==> src/ats21_consts.svh <==
// sizes, widths, instruction field positions and alarm hold length
`ifndef ATS21_CONSTS_SVH
`define ATS21_CONSTS_SVH

////////////////////
// bank sizes
`define ATS21_NUM_CLOCKS    16  // counters
`define ATS21_NUM_ALARMS    24  // alarms and countdown timers

////////////////////
// widths
`define ATS21_COUNT_W       16  // counter and alarm value
`define ATS21_CLOCK_SEL_W   4   // counter index
`define ATS21_ALARM_SEL_W   5   // alarm index, also the full sel field
`define ATS21_HALF_W        16  // one beat on a client bus
`define ATS21_OP_W          3   // opcode field
`define ATS21_FLAGS_W       4   // flags field

////////////////////
// bit positions inside the instruction fields
`define ATS21_FLAG_BIT      3   // flags, enable / repeat / upper rate bit
`define ATS21_RATE_LO_BIT   2   // flags, lower rate bit
`define ATS21_MODE_ACTIVE_BIT 4 // sel, device active (word bit 28)
`define ATS21_MODE_ALARM_BIT  3 // sel, alarm change allowed (word bit 27)
`define ATS21_MODE_CLOCK_BIT  1 // sel, clock change allowed (word bit 25)

// alarm output pulse
`define ATS21_HOLD_CYCLES   2
`define ATS21_HOLD_W        2   // hold counter, must fit HOLD_CYCLES

`endif

==> src/ats21InstPkg.sv <==
// instruction word layout, opcode enum, client status enum, decode helpers
`default_nettype none
`include "ats21_consts.svh"

package ats21InstPkg;

  // 100 has no name, decodes as illegal
  typedef enum logic [`ATS21_OP_W-1:0] {
    nop         = 3'b000,
    setClock    = 3'b001,
    enableClock = 3'b010,
    setMode     = 3'b011,
    setAlarm    = 3'b101,
    setTimer    = 3'b110,
    enableAlarm = 3'b111
  } opcode_e;

  typedef struct packed {
    opcode_e                      opcode;    // 31..29
    logic [`ATS21_ALARM_SEL_W-1:0] sel;      // 28..24, counter index is the top four
    logic [`ATS21_FLAGS_W-1:0]     flags;    // 23..20
    logic [`ATS21_CLOCK_SEL_W-1:0] clockSel; // 19..16, counter an alarm watches
    logic [`ATS21_COUNT_W-1:0]     value;    // 15..0
  } instWord_t;

  typedef enum logic {nack = 1'b0, ack = 1'b1} status_e;

  // counter index sits in sel[4:1]
  function automatic logic [`ATS21_CLOCK_SEL_W-1:0] clockIndex(instWord_t inst);
    return inst.sel[`ATS21_ALARM_SEL_W-1 -: `ATS21_CLOCK_SEL_W];
  endfunction

  function automatic logic isAlarmOp(opcode_e op);
    return op inside {setAlarm, setTimer, enableAlarm};
  endfunction

endpackage

`default_nettype wire

==> src/ats21InstCapture.sv <==
// two-beat instruction capture for one client bus
`timescale 1ns/10ps
`default_nettype none
`include "ats21_consts.svh"

module ats21InstCapture (
  input  wire                      clk_1x,
  input  wire                      reset,
  input  wire                      req,
  input  wire [`ATS21_HALF_W-1:0]  ctrl,
  output ats21InstPkg::instWord_t  inst,
  output logic                     present
);

  logic                     pending;    // upper half held, lower half due now
  logic                     firstBeat;
  logic [`ATS21_HALF_W-1:0] upperHalf;

  ////////////////////
  // first beat
  // opcode rides in the top bits of the upper half
  assign firstBeat = req && !pending &&
                     (ctrl[`ATS21_HALF_W-1 -: `ATS21_OP_W] != ats21InstPkg::nop);

  always_ff @(posedge clk_1x or posedge reset) begin
    if (reset) begin
      pending <= 1'b0;
    end else begin
      pending <= firstBeat;  // drops after one cycle, beat during it is lost
    end
  end

  // upper half payload
  always_ff @(posedge clk_1x) begin
    if (firstBeat) begin
      upperHalf <= ctrl;
    end
  end

  ////////////////////
  // second beat
  // lower half straight off the bus, req not looked at
  assign inst    = ats21InstPkg::instWord_t'({upperHalf, ctrl});
  assign present = pending;

endmodule

`default_nettype wire

==> config.mk <==
export PLATFORM = sky130hd
export DESIGN_NAME = ats21InstCapture
export DESIGN_NICKNAME = d
export VERILOG_FILES = /design/src/ats21InstPkg.sv /design/src/ats21InstCapture.sv
export VERILOG_INCLUDE_DIRS = /design/src
export SDC_FILE = /design/constraint.sdc
export NUM_CORES = 1
export LEC_CHECK = 0
export BUFFER_PORTS_ARGS = -buffer_cell sky130_fd_sc_hd__buf_2
export CAP_MARGIN = 10
export CORE_MARGIN = 2
export CORE_UTILIZATION = 37
export CTS_CLUSTER_SIZE = 24
export DETAILED_ROUTE_END_ITERATION = 10
export MAX_ROUTING_LAYER = met4
export PLACE_DENSITY = 0.82
export REMOVE_ABC_BUFFERS = 1
export SLEW_MARGIN = 40
export SYNTH_ARGS = -nofsm -noshare
export SYNTH_HDL_FRONTEND = slang
export SYNTH_SLANG_ARGS = --single-unit
==> constraint.sdc <==
create_clock -name clk_1x -period 2.1 [get_ports clk_1x]
set_input_delay 0.21 -clock clk_1x [delete_from_list [all_inputs] [get_ports clk_1x]]
set_output_delay 0.21 -clock clk_1x [all_outputs]
set_load 0.01 [all_outputs]
Yosys cells after proc, flatten, opt, wreduce, memory -nomap -nowiden
Cells that the tools add are included.
- word-level logic and storage cells: 6
- input port bits: 19
- flip-flop bits (word level): 17
- output and inout bits: 33
- reduce and logical (&&, ||, !) cells: 4
- operator list (kind ; number):
    $reduce_bool 3->1 ; 1
    $logic_and 1x1->1 ; 2
    $logic_not 1->1 ; 1

Longest topological paths before layout
Gate-level depths: netlist of the first run.
- depth after elaboration: 3
- depth in mapped cells: 2

Worst setup path after synthesis of the first run
No wires, ideal clock.
- path kind: register -> register
- from: reg pending (netlist: present)
- to: reg upperHalf[0], enable pin
- setup slack: 0.545 ns
- arrival: 1.167 ns
- buffers on the path: 0
- library setup time: 0.388 ns
- clock period less this slack: 1.555 ns
- cell stages (with the launch flop): 2
- cells stage by stage: dfrtp_1 nor3b_2
- longest elaborated chain between the ends: 3
- RTL lines (element ; line ; RTL):
    start, declared ; ats21InstCapture.sv:15 ; logic pending;
    start signal, assigned ; ats21InstCapture.sv:29 ; pending <= firstBeat;
    $logic_not 1->1 ; ats21InstCapture.sv:22 ; assign firstBeat = req && !pending &&
    $logic_and 1x1->1 (2 in series) ; ats21InstCapture.sv:22 ;
    via firstBeat ; ats21InstCapture.sv:16 ; logic firstBeat;
    end signal, assigned ; ats21InstCapture.sv:36 ; upperHalf <= ctrl;
    end, declared ; ats21InstCapture.sv:17 ; logic [`ATS21_HALF_W-1:0] upperHalf;
The timed path passes the listed nets, and every way through them passes these cells.
A chain may end at the register's enable or synchronous reset.

Worst setup path in the final report of the first run
- from: reg pending (netlist: present)
- to: reg upperHalf[1], enable pin
The elaborated chain is that of the path after synthesis.

==> results of run 1 <==
cell type report:
cell class | count | area (um2)
Timing Repair Buffer | 53 | 273
Multi-Input combinational cell | 2 | 22.5
Inverter | 1 | 3.75
Tap cell | 17 | 21.3
Fill cell | 150 | 837
Clock buffer | 4 | 26.3
Sequential cell | 17 | 505
flip-flops by register name (all words and copies together) (netlist names):
signal,cells
upperHalf,16
present,1
cell families (layout without fill, tap and decap cells):
logic type             after synthesis  after routing  synth area share, %
buffers and inverters               17             58                 19.0
AND/OR/NAND/NOR                      2              2                 3.45
flip-flops                          17             17                 77.5
per-stage QoR:
| stage | setup WS (ns) | util (%) | instances | hold slack, ns |
|---|---|---|---|---|
| floorplan | 0.545 | - | 20 | -0.0613 |
| global placement | 0.826 | 48.3 | 89 | 0.0433 |
| detailed placement | 0.775 | 48.3 | 89 | 0.0499 |
| CTS | 0.759 | 50.4 | 94 | 0.114 |
| global route | 0.666 | 50.4 | 94 | 0.0994 |
| finish | 0.764 | 50.4 | 94 | 0.119 |
routing by layer:
metal / track usage (%) / vias to the layer above / wire [um]
met3: 4.37 / 2 / 183
met4: 5.14 / 0 / 4
met5: - / - / 0
met2: 18.6 / 47 / 488
met1: 11.1 / 190 / 469
li1: - / 191 / -
report_power, final:
part           total [mW]  switching [mW]  internal (mW)
combinational      0.0885          0.0489         0.0396
clock               0.164          0.0907         0.0735
sequential          0.400         0.00527          0.395
worst min-delay path by stage:
| stage | endpoint | slack [ns] | startpoint |
|---|---|---|---|
| after global routing | upperHalf[3] | 0.1 | ctrl[3] |
| after detailed placement | present | 0.05 | reset |
| after floorplan | present | -0.06 | reset |
| after CTS | upperHalf[10] | 0.11 | ctrl[10] |
| after global placement | present | 0.04 | reset |
| final | upperHalf[10] | 0.12 | ctrl[10] |
critical path: stages, from the launching register on:
cell and delay (ns):
dfrtp_1 0.40, nor3b_2 0.36, buf_4 0.28
repair_timing:
item	4_1_cts	5_1_grt
hold buffers	1	0
endpoints found under the hold margin	1	0
gates resized for setup	0	0
setup buffers	0	0
cells in the final DEF (no fill, tap or decap):
cell	Yosys	final
clkbuf_1	0	1
clkbuf_4	0	3
dlygate4sd3_1	0	1
edfxtp_1	16	16
nor3b_2	1	1
dfrtp_1	1	1
nor3_2	1	1
buf_4	16	1
buf_2	0	51
inv_1	1	1
==> impl_metrics.env, run 1 <==
export IMPL_cts_tree="done"
export IMPL_drcViolationCount=0
export IMPL_total_power_mw=0.653
export IMPL_pin_count=52
export IMPL_numCtsBuffers=3
export IMPL_synth_edf_count=16
export IMPL_path_clk_slew_ns=0.09
export IMPL_hold_violations=0
export IMPL_start_kind="flop"
export IMPL_htree_levels=1
export IMPL_drt_wl_total_mm=1.15
export IMPL_leakagePower_nw=0.401
export IMPL_crit_start="present"
export IMPL_worstMarginPinSlew_ns=0.361
export IMPL_synth_cell_types=6
export IMPL_syn_area_um2=652
export IMPL_yosys_top_cells_count="16 x buf_4, 16 x edfxtp_1"
export IMPL_grt_overflow_total=0
export IMPL_clkLatencyLatePin_ns=0.27
export IMPL_rsz0062_at_grt="false"
export IMPL_synth_area_leaders="edfxtp_1 74%, buf_4 18%, dfrtp_1 3.8%"
export IMPL_place_area_um2=816
export IMPL_synth_avg_cell_area_um2=18.1
export IMPL_cp_arrival_ns=1.32
export IMPL_yosys_warnings=0
export IMPL_synth_seq_cells=17
export IMPL_postLayoutCellArea_um2=852
export IMPL_regToRegEndpoint="upperHalf[1]"
export IMPL_antenna_found_initial=0
export IMPL_end_kind="flop"
export IMPL_crit_end="upperHalf[1]"
export IMPL_hold_path_class="primary input to flop"
export IMPL_core_area_um2=1690
export IMPL_io_buffers=51
export IMPL_grt_pass1_wl_mm=1.53
export IMPL_hpwl_um=946
export IMPL_ant_nets=0
export IMPL_avgViaCountPerCell=4.57
export IMPL_netlist_instances=36
export IMPL_yosysSeqAreaShare_pct=77.5
export IMPL_r2r_slack_ns=0.76
export IMPL_ff2ff_path_depth=2
export IMPL_path_class="flop to flop"
export IMPL_diodes=0
export IMPL_min_path_cells=1
export IMPL_rows=15
export IMPL_finClkSkew_ns=0.00256
export IMPL_vias=430
export IMPL_grt_pass1_vias=374
export IMPL_r2r_start="present"
export IMPL_cts_num_sinks=17
export IMPL_power_density_nw_per_um2=766
export IMPL_clockRootBuffer="clkbuf_4"
export IMPL_finalSetupViolCount=0
export IMPL_drt_iter0_markers=7
export IMPL_period_share_pct=63.6
export IMPL_post_synth_top_area_cell="edfxtp_1"
export IMPL_maxSlewHeadroom_pct=75.8
export IMPL_synthArstFlopShare_pct=5.88
export IMPL_critPathRequiredTime_ns=2.08
export IMPL_min_period_ns=1.34
export IMPL_drv_cap=0
export IMPL_start_util_pct=38.6
export IMPL_wl_per_cell_um=12.2
export IMPL_nets=97
export IMPL_fmax_mhz=749
export IMPL_die_x_um=46.0
export IMPL_die_h_um=46.0
export IMPL_final_layout_size_suffix_gt1_share_pct=74.0
export IMPL_worstPathMaxFanout=13
export IMPL_drv_slew=0
export IMPL_first_pass_iters=4
export IMPL_gp_congestion=0.666
export IMPL_synth_main_ff_cell="edfxtp_1"
export IMPL_area_delta_synth_final_pct=30.7
export IMPL_status="completed"
export IMPL_grt_start_max_net_pins=14
export IMPL_synth_top_area_share_pct=73.7
export IMPL_grt_usage_pct=11.1
export IMPL_irDropWorstVdd_mv=0.376
export IMPL_die_area_um2=2110
export IMPL_setup_tns_final_ns=0
export IMPL_clockBufferDepth=2
Power figures use the tool's default switching activity.
==> run 2, diff against run 1 <==
==> constraint.sdc (replaced) <==
create_clock -name clk_1x -period 1.3 [get_ports clk_1x]
set_input_delay 0.13 -clock clk_1x [delete_from_list [all_inputs] [get_ports clk_1x]]
set_output_delay 0.13 -clock clk_1x [all_outputs]
set_load 0.01 [all_outputs]
==> run 2 against run 1 <==
- sequential share of layout area is 0.52 points lower
- flip-flop and latch count stayed put
- global-route usage is 1.2 points higher
- non-clock buffer count is 1 higher
- via count is 0.47% lower
- power is 62% higher
- worst hold slack worse by 0.079 ns
- critical endpoint is now upperHalf[8]
==> impl_metrics.env, run 2 (synthesis gave the netlist of run 1 again) <==
export IMPL_maxSlewHeadroom_pct=88.7
export IMPL_multi_input_area_um2=22.5
export IMPL_drv_slew=0
export IMPL_gp_congestion=0.643
export IMPL_end_kind="flop"
export IMPL_antenna_found_initial=0
export IMPL_finClkSkew_ns=0.00436
export IMPL_die_x_um=46.0
export IMPL_cts_num_sinks=17
export IMPL_drcViolationCount=0
export IMPL_crit_start="present"
export IMPL_area_delta_synth_final_pct=31.9
export IMPL_clockBufferDepth=2
export IMPL_ff2ff_path_depth=2
export IMPL_status="completed"
export IMPL_hold_start="ctrl[10]"
export IMPL_min_period_ns=1.15
export IMPL_hold_path_class="primary input to flop"
export IMPL_drv_cap=0
export IMPL_die_area_um2=2110
export IMPL_top_register="upperHalf"
export IMPL_cts_tree="done"
export IMPL_final_cell_mix="51 x buf_2, 16 x edfxtp_1, 3 x clkbuf_4"
export IMPL_largest_reg_flops=16
export IMPL_grt_pass1_wl_mm=1.66
export IMPL_clkLatencyLatePin_ns=0.27
export IMPL_critPathRequiredTime_ns=1.28
export IMPL_start_util_pct=38.6
export IMPL_grt_start_max_net_pins=14
export IMPL_hold_violations=0
export IMPL_pin_count=52
export IMPL_worstPathMaxFanout=13
export IMPL_wl_per_cell_um=12.9
export IMPL_period_share_pct=88.8
export IMPL_grt_overflow_total=0
export IMPL_post_cts_buffers=0
export IMPL_irDropWorstVdd_mv=0.508
export IMPL_nets=98
export IMPL_power_density_nw_per_um2=1230
export IMPL_fmax_mhz=866
export IMPL_ant_nets=0
export IMPL_setup_tns_final_ns=0
export IMPL_avgViaCountPerCell=4.51
export IMPL_clockRootBuffer="clkbuf_4"
export IMPL_drt_iter0_markers=1
export IMPL_r2r_slack_ns=0.15
export IMPL_path_clk_slew_ns=0.09
export IMPL_drt_wl_total_mm=1.22
export IMPL_htree_levels=1
export IMPL_path_class="flop to flop"
export IMPL_start_kind="flop"
export IMPL_min_path_cells=1
export IMPL_whs_ns=0.0398
export IMPL_numCtsBuffers=3
export IMPL_crit_path_max_incr_delay_ns=0.40
export IMPL_seq_area_um2=505
export IMPL_leakagePower_nw=0.407
export IMPL_fillers=150
export IMPL_finalSetupViolCount=0
export IMPL_first_pass_iters=2
export IMPL_worstMarginPinSlew_ns=0.168
export IMPL_io_buffers=51
export IMPL_final_layout_size_suffix_gt1_share_pct=74.4
export IMPL_slowest_stage="dfrtp_1"
export IMPL_holdPathEnd="upperHalf[10]"
export IMPL_r2r_start="present"
export IMPL_diodes=0
export IMPL_die_h_um=46.0
export IMPL_vias=428
export IMPL_core_area_um2=1690
export IMPL_layout_commonest_cell="buf_2"
export IMPL_path_cells="nor3b_2, buf_4"
export IMPL_grt_usage_pct=12.3
export IMPL_rows=15
export IMPL_regToRegEndpoint="upperHalf[8]"
export IMPL_cp_arrival_ns=1.14
export IMPL_rsz0062_at_grt="false"
export IMPL_grt_pass1_vias=392
[run 2: cell count changes in the layout (fill, tap and decap cells not counted), sizes merged]
cell,delta
buf,+1
[run 2: timing repair]
item	in CTS	in global routing
hold buffers	1	0
endpoints found under the hold margin	1	0
gates resized for setup	0	0
[run 2: worst max-delay path by stage]
stage / to / slack (ns) / cells past startpoint
after floorplan: upperHalf[0] / -0.25 / 1
after global placement: upperHalf[0] / 0.21 / 2
after detailed placement: upperHalf[0] / 0.16 / 2
after CTS: upperHalf[8] / 0.14 / 2
after global routing: upperHalf[6] / 0.1 / 2
final: upperHalf[8] / 0.15 / 2
[run 2: layout make-up]
cell class,instances,area share (%)
clock buffers,4,3.06
inverters,1,0.437
multi-input cells,2,2.62
flip-flops and latches,17,58.8
well taps,17,2.47
repair buffers,54,32.6
[run 2: metal layers]
layer / vias to the layer above / GRT usage, % / part of all wire [%]
li1: 193 / - / -
met1: 184 / 12.7 / 40
met2: 49 / 20.6 / 43
met3: 2 / 3.57 / 16
met4: 0 / 6.86 / 0.90
met5: - / - / 0
[run 2: metrics by stage]
| step | power (mW) | worst slack, ns | instances | instance area, um2 | utilization [%] |
|---|---|---|---|---|---|
| 2_1_floorplan | 0.693 | -0.255 | 20 | 532 | - |
| 3_3_place_gp | 0.803 | 0.210 | 90 | 823 | 48.7 |
| 3_5_place_dp | 0.808 | 0.157 | 90 | 823 | 48.7 |
| 4_1_cts | 1.07 | 0.136 | 95 | 860 | 50.9 |
| 5_1_grt | 1.12 | 0.0966 | 95 | 860 | 50.9 |
| 6_report | 1.06 | 0.146 | 95 | 860 | 50.9 |
[run 2: report_power, final]
part	internal, mW	total [mW]	switching [mW]
registers	0.638	0.647	0.00931
logic	0.0670	0.148	0.0806
clock network	0.119	0.262	0.143
[run 2: critical path: cells and delay by family (launching register included)]
kind	cells	cell delay [ns]
buffers and inverters	1	0.24
AND/OR/NAND/NOR	1	0.21
flip-flops	1	0.40
