### src/ats21_consts.svh
// sizes, widths, instruction field positions and alarm hold length
`ifndef ATS21_CONSTS_SVH
`define ATS21_CONSTS_SVH

////////////////////
// bank sizes
`define ATS21_NUM_CLOCKS    16  // counters
`define ATS21_NUM_ALARMS    24  // alarms and countdown timers

////////////////////
// widths
`define ATS21_COUNT_W       16  // counter and alarm value
`define ATS21_CLOCK_SEL_W   4   // counter index
`define ATS21_ALARM_SEL_W   5   // alarm index, also the full sel field
`define ATS21_HALF_W        16  // one beat on a client bus
`define ATS21_OP_W          3   // opcode field
`define ATS21_FLAGS_W       4   // flags field

////////////////////
// bit positions inside the instruction fields
`define ATS21_FLAG_BIT      3   // flags, enable / repeat / upper rate bit
`define ATS21_RATE_LO_BIT   2   // flags, lower rate bit
`define ATS21_MODE_ACTIVE_BIT 4 // sel, device active (word bit 28)
`define ATS21_MODE_ALARM_BIT  3 // sel, alarm change allowed (word bit 27)
`define ATS21_MODE_CLOCK_BIT  1 // sel, clock change allowed (word bit 25)

// alarm output pulse
`define ATS21_HOLD_CYCLES   2
`define ATS21_HOLD_W        2   // hold counter, must fit HOLD_CYCLES

`endif

### src/ats21InstPkg.sv
// instruction word layout, opcode enum, client status enum, decode helpers
`default_nettype none
`include "ats21_consts.svh"

package ats21InstPkg;

  // 100 has no name, decodes as illegal
  typedef enum logic [`ATS21_OP_W-1:0] {
    nop         = 3'b000,
    setClock    = 3'b001,
    enableClock = 3'b010,
    setMode     = 3'b011,
    setAlarm    = 3'b101,
    setTimer    = 3'b110,
    enableAlarm = 3'b111
  } opcode_e;

  typedef struct packed {
    opcode_e                      opcode;    // 31..29
    logic [`ATS21_ALARM_SEL_W-1:0] sel;      // 28..24, counter index is the top four
    logic [`ATS21_FLAGS_W-1:0]     flags;    // 23..20
    logic [`ATS21_CLOCK_SEL_W-1:0] clockSel; // 19..16, counter an alarm watches
    logic [`ATS21_COUNT_W-1:0]     value;    // 15..0
  } instWord_t;

  typedef enum logic {nack = 1'b0, ack = 1'b1} status_e;

  // counter index sits in sel[4:1]
  function automatic logic [`ATS21_CLOCK_SEL_W-1:0] clockIndex(instWord_t inst);
    return inst.sel[`ATS21_ALARM_SEL_W-1 -: `ATS21_CLOCK_SEL_W];
  endfunction

  function automatic logic isAlarmOp(opcode_e op);
    return op inside {setAlarm, setTimer, enableAlarm};
  endfunction

endpackage

`default_nettype wire

### src/ats21StatePkg.sv
// counter and alarm write commands, rate enum, mode register
`default_nettype none
`include "ats21_consts.svh"

package ats21StatePkg;

  typedef enum logic [1:0] {
    full    = 2'b00,  // every clk_1x edge
    half    = 2'b01,  // every second edge
    quarter = 2'b10,  // every fourth edge
    stopped = 2'b11
  } rate_e;

  // one counter write
  typedef struct packed {
    logic                          valid;
    logic                          load;   // set-clock, else enable bit only
    logic [`ATS21_CLOCK_SEL_W-1:0] index;
    logic                          enable;
    rate_e                         rate;
    logic [`ATS21_COUNT_W-1:0]     count;
  } clockCmd_t;

  typedef enum logic [1:0] {
    setAlarm  = 2'd0,
    setTimer  = 2'd1,  // value is relative to the counter
    setEnable = 2'd2
  } alarmCmd_e;

  // one alarm write
  typedef struct packed {
    logic                          valid;
    alarmCmd_e                     kind;
    logic [`ATS21_ALARM_SEL_W-1:0] index;
    logic [`ATS21_CLOCK_SEL_W-1:0] clockSel;
    logic                          loop;   // repeat after firing
    logic                          enable;
    logic [`ATS21_COUNT_W-1:0]     value;
  } alarmCmd_t;

  typedef struct packed {
    logic active;
    logic clockAllowA;
    logic clockAllowB;
    logic alarmAllowA;
    logic alarmAllowB;
  } modeReg_t;

  // device comes up running, both clients allowed everything
  localparam modeReg_t modeReset = '{1'b1, 1'b1, 1'b1, 1'b1, 1'b1};

endpackage

`default_nettype wire

### src/ats21Arbiter.sv
// two-client arbiter, conflict/range/permission checks, command and mode registers
`timescale 1ns/10ps
`default_nettype none
`include "ats21_consts.svh"

module ats21Arbiter (
  input  wire                                clk_1x,
  input  wire                                reset,
  input  wire ats21InstPkg::instWord_t       instA,
  input  wire                                presentA,
  input  wire ats21InstPkg::instWord_t       instB,
  input  wire                                presentB,
  output ats21StatePkg::clockCmd_t [1:0]     clockCmd,  // 0 is client A
  output ats21StatePkg::alarmCmd_t [1:0]     alarmCmd,
  output ats21StatePkg::modeReg_t            mode,
  output logic [1:0]                         stat
);

  ats21InstPkg::instWord_t [1:0] inst;
  ats21InstPkg::opcode_e   [1:0] op;      // nop when absent
  ats21StatePkg::alarmCmd_e [1:0] kind;
  logic [1:0] isClock;
  logic [1:0] isAlarm;
  logic [1:0] isMode;
  logic [1:0] legal;                      // opcode known, index in range
  logic [1:0] permitted;
  logic [1:0] clockAllow;
  logic [1:0] alarmAllow;
  logic [1:0] accept;
  logic       conflict;

  assign inst       = {instB, instA};
  assign clockAllow = {mode.clockAllowB, mode.clockAllowA};
  assign alarmAllow = {mode.alarmAllowB, mode.alarmAllowA};

  ////////////////////
  // per-client decode
  always_comb begin
    for (int c = 0; c < 2; c++) begin
      op[c] = (c == 0 ? presentA : presentB) ? inst[c].opcode : ats21InstPkg::nop;
      isClock[c] = (op[c] == ats21InstPkg::setClock) || (op[c] == ats21InstPkg::enableClock);
      isAlarm[c] = ats21InstPkg::isAlarmOp(op[c]);
      isMode[c]  = (op[c] == ats21InstPkg::setMode);
      // 100 and nop fall out of every group
      legal[c] = isClock[c] || isMode[c] ||
                 (isAlarm[c] && (inst[c].sel < `ATS21_NUM_ALARMS));
      permitted[c] = (isClock[c] && clockAllow[c]) ||
                     (isAlarm[c] && alarmAllow[c]) ||
                     isMode[c];             // mode writes need no permission
      case (op[c])
        ats21InstPkg::setTimer:    kind[c] = ats21StatePkg::setTimer;
        ats21InstPkg::enableAlarm: kind[c] = ats21StatePkg::setEnable;
        default:                   kind[c] = ats21StatePkg::setAlarm;
      endcase
    end
  end

  ////////////////////
  // cross-client checks
  always_comb begin
    conflict = (isClock[0] && isClock[1] &&
                (ats21InstPkg::clockIndex(inst[0]) == ats21InstPkg::clockIndex(inst[1]))) ||
               (isAlarm[0] && isAlarm[1] && (inst[0].sel == inst[1].sel)) ||
               (isMode[0] && isMode[1]);
    accept = legal & permitted & {2{!conflict}};  // a clash nacks both
  end

  ////////////////////
  // registered result, one cycle wide
  always_ff @(posedge clk_1x or posedge reset) begin
    if (reset) begin
      stat     <= '0;
      clockCmd <= '0;
      alarmCmd <= '0;
      mode     <= ats21StatePkg::modeReset;
    end else begin
      for (int c = 0; c < 2; c++) begin
        stat[c] <= accept[c] ? ats21InstPkg::ack : ats21InstPkg::nack;

        clockCmd[c].valid  <= accept[c] && isClock[c];
        clockCmd[c].load   <= (op[c] == ats21InstPkg::setClock);
        clockCmd[c].index  <= ats21InstPkg::clockIndex(inst[c]);
        clockCmd[c].enable <= inst[c].flags[`ATS21_FLAG_BIT];
        clockCmd[c].rate   <= ats21StatePkg::rate_e'(
                                inst[c].flags[`ATS21_FLAG_BIT:`ATS21_RATE_LO_BIT]);
        clockCmd[c].count  <= inst[c].value;

        alarmCmd[c].valid    <= accept[c] && isAlarm[c];
        alarmCmd[c].kind     <= kind[c];
        alarmCmd[c].index    <= inst[c].sel;
        alarmCmd[c].clockSel <= inst[c].clockSel;
        alarmCmd[c].loop     <= inst[c].flags[`ATS21_FLAG_BIT];  // repeat
        alarmCmd[c].enable   <= inst[c].flags[`ATS21_FLAG_BIT];
        alarmCmd[c].value    <= inst[c].value;
      end

      // at most one setMode gets through, the other client sees old bits
      if (accept[0] && isMode[0]) begin
        mode.active      <= inst[0].sel[`ATS21_MODE_ACTIVE_BIT];
        mode.alarmAllowA <= inst[0].sel[`ATS21_MODE_ALARM_BIT];
        mode.clockAllowA <= inst[0].sel[`ATS21_MODE_CLOCK_BIT];
      end
      if (accept[1] && isMode[1]) begin
        mode.active      <= inst[1].sel[`ATS21_MODE_ACTIVE_BIT];
        mode.alarmAllowB <= inst[1].sel[`ATS21_MODE_ALARM_BIT];
        mode.clockAllowB <= inst[1].sel[`ATS21_MODE_CLOCK_BIT];
      end
    end
  end

endmodule

`default_nettype wire

### config.mk
export PLATFORM = sky130hd
export DESIGN_NAME = ats21Arbiter
export DESIGN_NICKNAME = d
export VERILOG_FILES = /design/src/ats21InstPkg.sv /design/src/ats21StatePkg.sv /design/src/ats21Arbiter.sv
export VERILOG_INCLUDE_DIRS = /design/src
export SDC_FILE = /design/constraint.sdc
export NUM_CORES = 1
export LEC_CHECK = 0
export BUFFER_PORTS_ARGS = -buffer_cell sky130_fd_sc_hd__buf_2
export CAP_MARGIN = 20
export CELL_PAD_IN_SITES_DETAIL_PLACEMENT = 0
export CELL_PAD_IN_SITES_GLOBAL_PLACEMENT = 2
export CORE_MARGIN = 2
export CORE_UTILIZATION = 25
export CTS_BUF_LIST = sky130_fd_sc_hd__clkbuf_16
export DETAILED_ROUTE_END_ITERATION = 8
export GPL_TIMING_DRIVEN = 0
export PLACE_DENSITY = 0.94
export SKIP_CTS_REPAIR_TIMING = 1
export SYNTH_ARGS = -nofsm -noshare
export SYNTH_HDL_FRONTEND = slang
export SYNTH_SLANG_ARGS = --single-unit
### constraint.sdc
create_clock -name clk_1x -period 3.6 [get_ports clk_1x]
set_input_delay 0.36 -clock clk_1x [delete_from_list [all_inputs] [get_ports clk_1x]]
set_output_delay 0.36 -clock clk_1x [all_outputs]
set_load 0.005 [all_outputs]
---- After elaboration in Yosys (flattened, before gate mapping) ----
Index checks and enable logic that the tools add are counted.
word-level totals
  flip-flop bits (word level) ............. 81
  bits in latches ......................... 0
  bits in writable memories ............... 0
  memory bits (read-only) ................. 0
  input port bits ......................... 68
  output and inout bits ................... 117
  word-level logic and storage cells ...... 85
  memories ................................ 0
operators by class
  add/sub/neg operators ................... 0
  multiply operators ...................... 0
  divide/modulo/power cells ............... 0
  $lt $le $gt $ge ......................... 2
  equality and inequality tests ........... 14
  shift operators ......................... 0
  multiplexer cells ....................... 8
  bitwise operators ....................... 2
  reductions and logical operators ........ 33
operators with widths
  kind                                                  number
  equality test 3 bit (second input constant)           6
  logical AND 1 bit                                     17
  equality test 3 x 2 -> 1 bit (second input constant)  4
  logical OR 1 bit                                      12
  < comparator 5 bit (second input constant)            2
  case mux 2 bit (2 select lines)                       2
  equality test 3 x 1 -> 1 bit (second input constant)  2
  two-way mux 3 bit                                     2
  nonzero test 3 bit                                    2
  equality test 5 bit                                   1
  AND 2 bit                                             2
  equality test 4 bit                                   1
  two-way mux 1 bit                                     3
  two-way mux 2 bit                                     1
  nonzero test 2 bit                                    1
  logical NOT 1 bit                                     1

---- Depth between registers and ports, before layout ----
  depth in word-level cells ............... 12
  gate-level depth with buffers ........... 5
  mapped depth without buffers ............ 4

---- Worst setup path before layout ----
No wires, ideal clock.
  path type ............................... input to register
  start point ............................. input instA[30] in the netlist's numbering
  end point ............................... register alarmCmd[29] in the netlist's numbering
  setup time .............................. 127 ps
  arrival time ............................ 1,388 ps
  setup slack ............................. 2,085 ps
  stages .................................. 5
  cells stage by stage .................... buf_4 -> xnor2_1 -> or4_4 -> a21oi_4 -> nor3_1
between the ends
  cells in the longest elaborated chain, start to end .. 10
ends and longest elaborated chain
  element                                                    line                                    text
  from (decl)                                                ats21Arbiter.sv:9                       input wire ats21InstPkg::instWord_t instA,
  two-way mux 3 bit (*)                                      ats21Arbiter.sv:40                      op[c] = (c == 0 ? presentA : presentB) ? inst[c].opcode : ats21InstPkg::nop;
  equality test 3 bit, or another cell as far along          ats21InstPkg.sv:34                      return op inside {setAlarm, setTimer, enableAlarm};
  nonzero test 3 bit or logical OR 1 bit (tied branches)     ats21InstPkg.sv:34, ats21Arbiter.sv:41
  logical AND 1 bit, on equally long branches (2 in series)  ats21Arbiter.sv:63, ats21Arbiter.sv:61
  logical OR 1 bit                                           ats21Arbiter.sv:62                      (ats21InstPkg::clockIndex(inst[0]) == ats21InstPkg::clockIndex(inst[1]))) ||
  logical OR 1 bit                                           ats21Arbiter.sv:63                      (isAlarm[0] && isAlarm[1] && (inst[0].sel == inst[1].sel)) ||
  logical NOT 1 bit                                          ats21Arbiter.sv:65                      accept = legal & permitted & {2{!conflict}};
  AND 2 bit                                                  ats21Arbiter.sv:65
  logical AND 1 bit (*)                                      ats21Arbiter.sv:88                      alarmCmd[c].valid <= accept[c] && isAlarm[c];
  to (decl)                                                  ats21Arbiter.sv:14                      output ats21StatePkg::alarmCmd_t [1:0] alarmCmd,
Mark *: on every way between the ends. The rest lies on a longest branch, timed or not.
A chain may end at the register's enable or synchronous reset.

---- Worst setup path after layout ----
  start point ............................. register mode[3] in the netlist's numbering
  end point ............................... output mode[3] in the netlist's numbering
RTL lines
  element                 line                text
  from (decl)             ats21Arbiter.sv:15  output ats21StatePkg::modeReg_t mode,
  from (signal assigned)  ats21Arbiter.sv:75  mode <= ats21StatePkg::modeReset;
No word-level cell between the ends.

==> impl_metrics.json <==
{
  "gp_congestion": 0.7294,
  "crit_cells": 1,
  "synth_top_cell_area_share": 0.6512,
  "r2r_slack_ps": 2390,
  "holdPathStages": 1,
  "place_area_sq_um": 3591,
  "final_layout_size_suffix_gt1_frac": 0.6856,
  "yosysTopAreaCell": "dfrtp_1",
  "syn-num-nets": 245,
  "path_buf_inv": 1,
  "syn_area_per_cell_sq_um": 14.33,
  "port_buffers": 177,
  "synthCells": 177,
  "ir_drop_mv": 0.1842,
  "path_cells": "buf_2",
  "cellPowerDensity_nw_per_um2": 491.6,
  "avgViaCountPerCell": 3.837,
  "num_rows": 36,
  "multi_input_area_sq_um": 369.1,
  "clk_latency_ps": 320,
  "synth.distinct_cells": 29,
  "regArea_sq_um": 1783,
  "hold_end": "alarmCmd[15]",
  "synth-main-ff-cell": "dfrtp_1",
  "cts_buffers": 9,
  "final_max_slew_viol_count": 0,
  "skew_ps": 2.146,
  "yosys-top-cells-area": "dfrtp_1 (65%), buf_4 (14%), dfstp_2 (5.2%)",
  "cp_slowest_stage_delay_ps": 570,
  "overflow": 0,
  "area_growth_pct": 52.00,
  "fin_ws_ps": 2224,
  "ios": 185,
  "fin_crit_sh": 0.3821,
  "r2r-end": "stat[1]",
  "synthArstFlopShare": 1.000,
  "hold_violations": 0,
  "syn_area_sq_um": 2536,
  "crit_path_end_kind": "output pin",
  "initial_core_util": 0.2583,
  "fmax_mhz": 727.0,
  "r2r-start": "mode[0]",
  "cts_tree": "built",
  "diodes": 0,
  "p_leak_nw": 2.058,
  "firstDrtPassIters": 3,
  "synth_edf_count": 0,
  "worst_pin_slew_ps": 855.9,
  "worst_ep_required_time_ps": 3240,
  "initialDrtViolationCount": 29,
  "min_path_type": "input port to flop",
  "fillers": 975,
  "layout.nets": 433,
  "grt_first_pass_wirelength_mm": 9.942,
  "ys_seq_elements": 71,
  "final_common_cell": "buf_2",
  "die_h_um": 104.7,
  "wl_per_cell_um": 13.09,
  "tns_ps": 0,
  "die_x_um": 104.7,
  "seq_area_frac_synth": 0.7030,
  "worstHoldStart": "instA[15]",
  "cts-root-buf": "clkbuf_16",
  "setup_viol_count_final": 0,
  "maxCapViolCount": 0,
  "final_cell_mix": "buf_2 (178), dfrtp_1 (66), buf_4 (48)",
  "layoutNonFillerInstCount": 502,
  "clock_sinks": 71,
  "grt_pass1_vias": 1894,
  "num_vias": 1926,
  "yosys_warnings": 0,
  "rsz0062_at_grt": "no",
  "drc_errors": 0,
  "startpoint_type": "flop",
  "clk_pin_slew_ps": 60,
  "htreeDepth": 3,
  "rr_worst_depth": 4,
  "dp_cells": 487,
  "cts_buffer_depth": 2,
  "crit_type": "flop to output pin",
  "grt_usage": 0.1208,
  "fin_area_sq_um": 3855,
  "crit_arrival_ps": 1020,
  "grt_max_degree": 72,
  "cp_max_fo": 4,
  "cp_slowest_cell": "dfstp_2",
  "design.core.area_sq_um": 9819,
  "postRouteWirelength_mm": 6.573,
  "die-area_sq_um": 10970,
  "drtAntennaViolNets": 0,
  "min_period_ps": 1376,
  "relSlewSlack": 0.4294,
  "antenna_found_initial": 0,
  "cp_top_family": "flip-flops",
  "hpwl_mm": 5.219,
  "status": "complete, no violations",
  "post-place-ws_ps": 1952
}
## cells by family after synthesis
logic type / Yosys count / share of synthesized area
AOI/OAI and AO/OA: 12 / 0.03848
xor gates and xnor gates: 7 / 0.02417
buffers and inverters: 54 / 0.1515
DFF: 71 / 0.7030
muxes: 4 / 0.01776
and+or+nand+nor: 29 / 0.06512
## Yosys cell counts, types with 2 or more instances
library cell and count:
mux2_1 2, nor2_1 5, nand2b_1 4, mux2_2 2, nor3_1 3, o211ai_1 3, o22ai_1 2, a21bo_2 2
dfstp_2 5, inv_1 5, xnor2_1 6, nor4_1 2, nand4_1 2, and4b_1 2, buf_4 48, nand2_1 6
dfrtp_1 66
## state kept, by name, indices dropped and copies added (netlist names)
name	cells
stat	2
mode	5
alarmCmd	58
clockCmd	6
## metal layers
| metal | part of all wire | global-route usage |
|---|---|---|
| met1 | 0.39 | 0.1379 |
| met2 | 0.51 | 0.2073 |
| met3 | 0.076 | 0.03306 |
| met4 | 0.020 | 0.06000 |
| met5 | 0 | 0 |
## final cells by class
class,count,share of cell area
Buffer,49,0.09477
Clock buffer,9,0.05842
Clock inverter,6,0.01006
Inverter,5,0.005518
Multi-Input combinational cell,52,0.09575
Sequential cell,71,0.4625
Tap cell,133,0.04317
Timing Repair Buffer,177,0.2298
## metrics by stage
stage                     hold slack (ps)  power, mW    util
after floorplan                     391.4     0.9996       -
after global placement              465.5      1.131  0.3654
after detailed placement            463.8      1.137  0.3657
after CTS                           120.3      1.934  0.3926
after global routing                117.2      1.997  0.3926
final                               134.3      1.895  0.3926
## where the power goes
group          internal, mW  switching (mW)
clock network         0.458           0.320
logic                 0.131          0.0997
registers             0.858          0.0287
total                  1.45           0.448
## worst max path at each step
stage / startpoint / endpoint / slack (ps)
6_report: mode[3] / mode[3] / 2220
5_1_grt: mode[2] / mode[2] / 2170
4_1_cts: mode[3] / mode[3] / 2210
3_5_place_dp: instA[31] / clockCmd[49] / 1950
3_3_place_gp: reset / alarmCmd[36] / 630
2_1_floorplan: reset / alarmCmd[0] / 1450
Note: power is estimated with default switching activity, not from simulation.
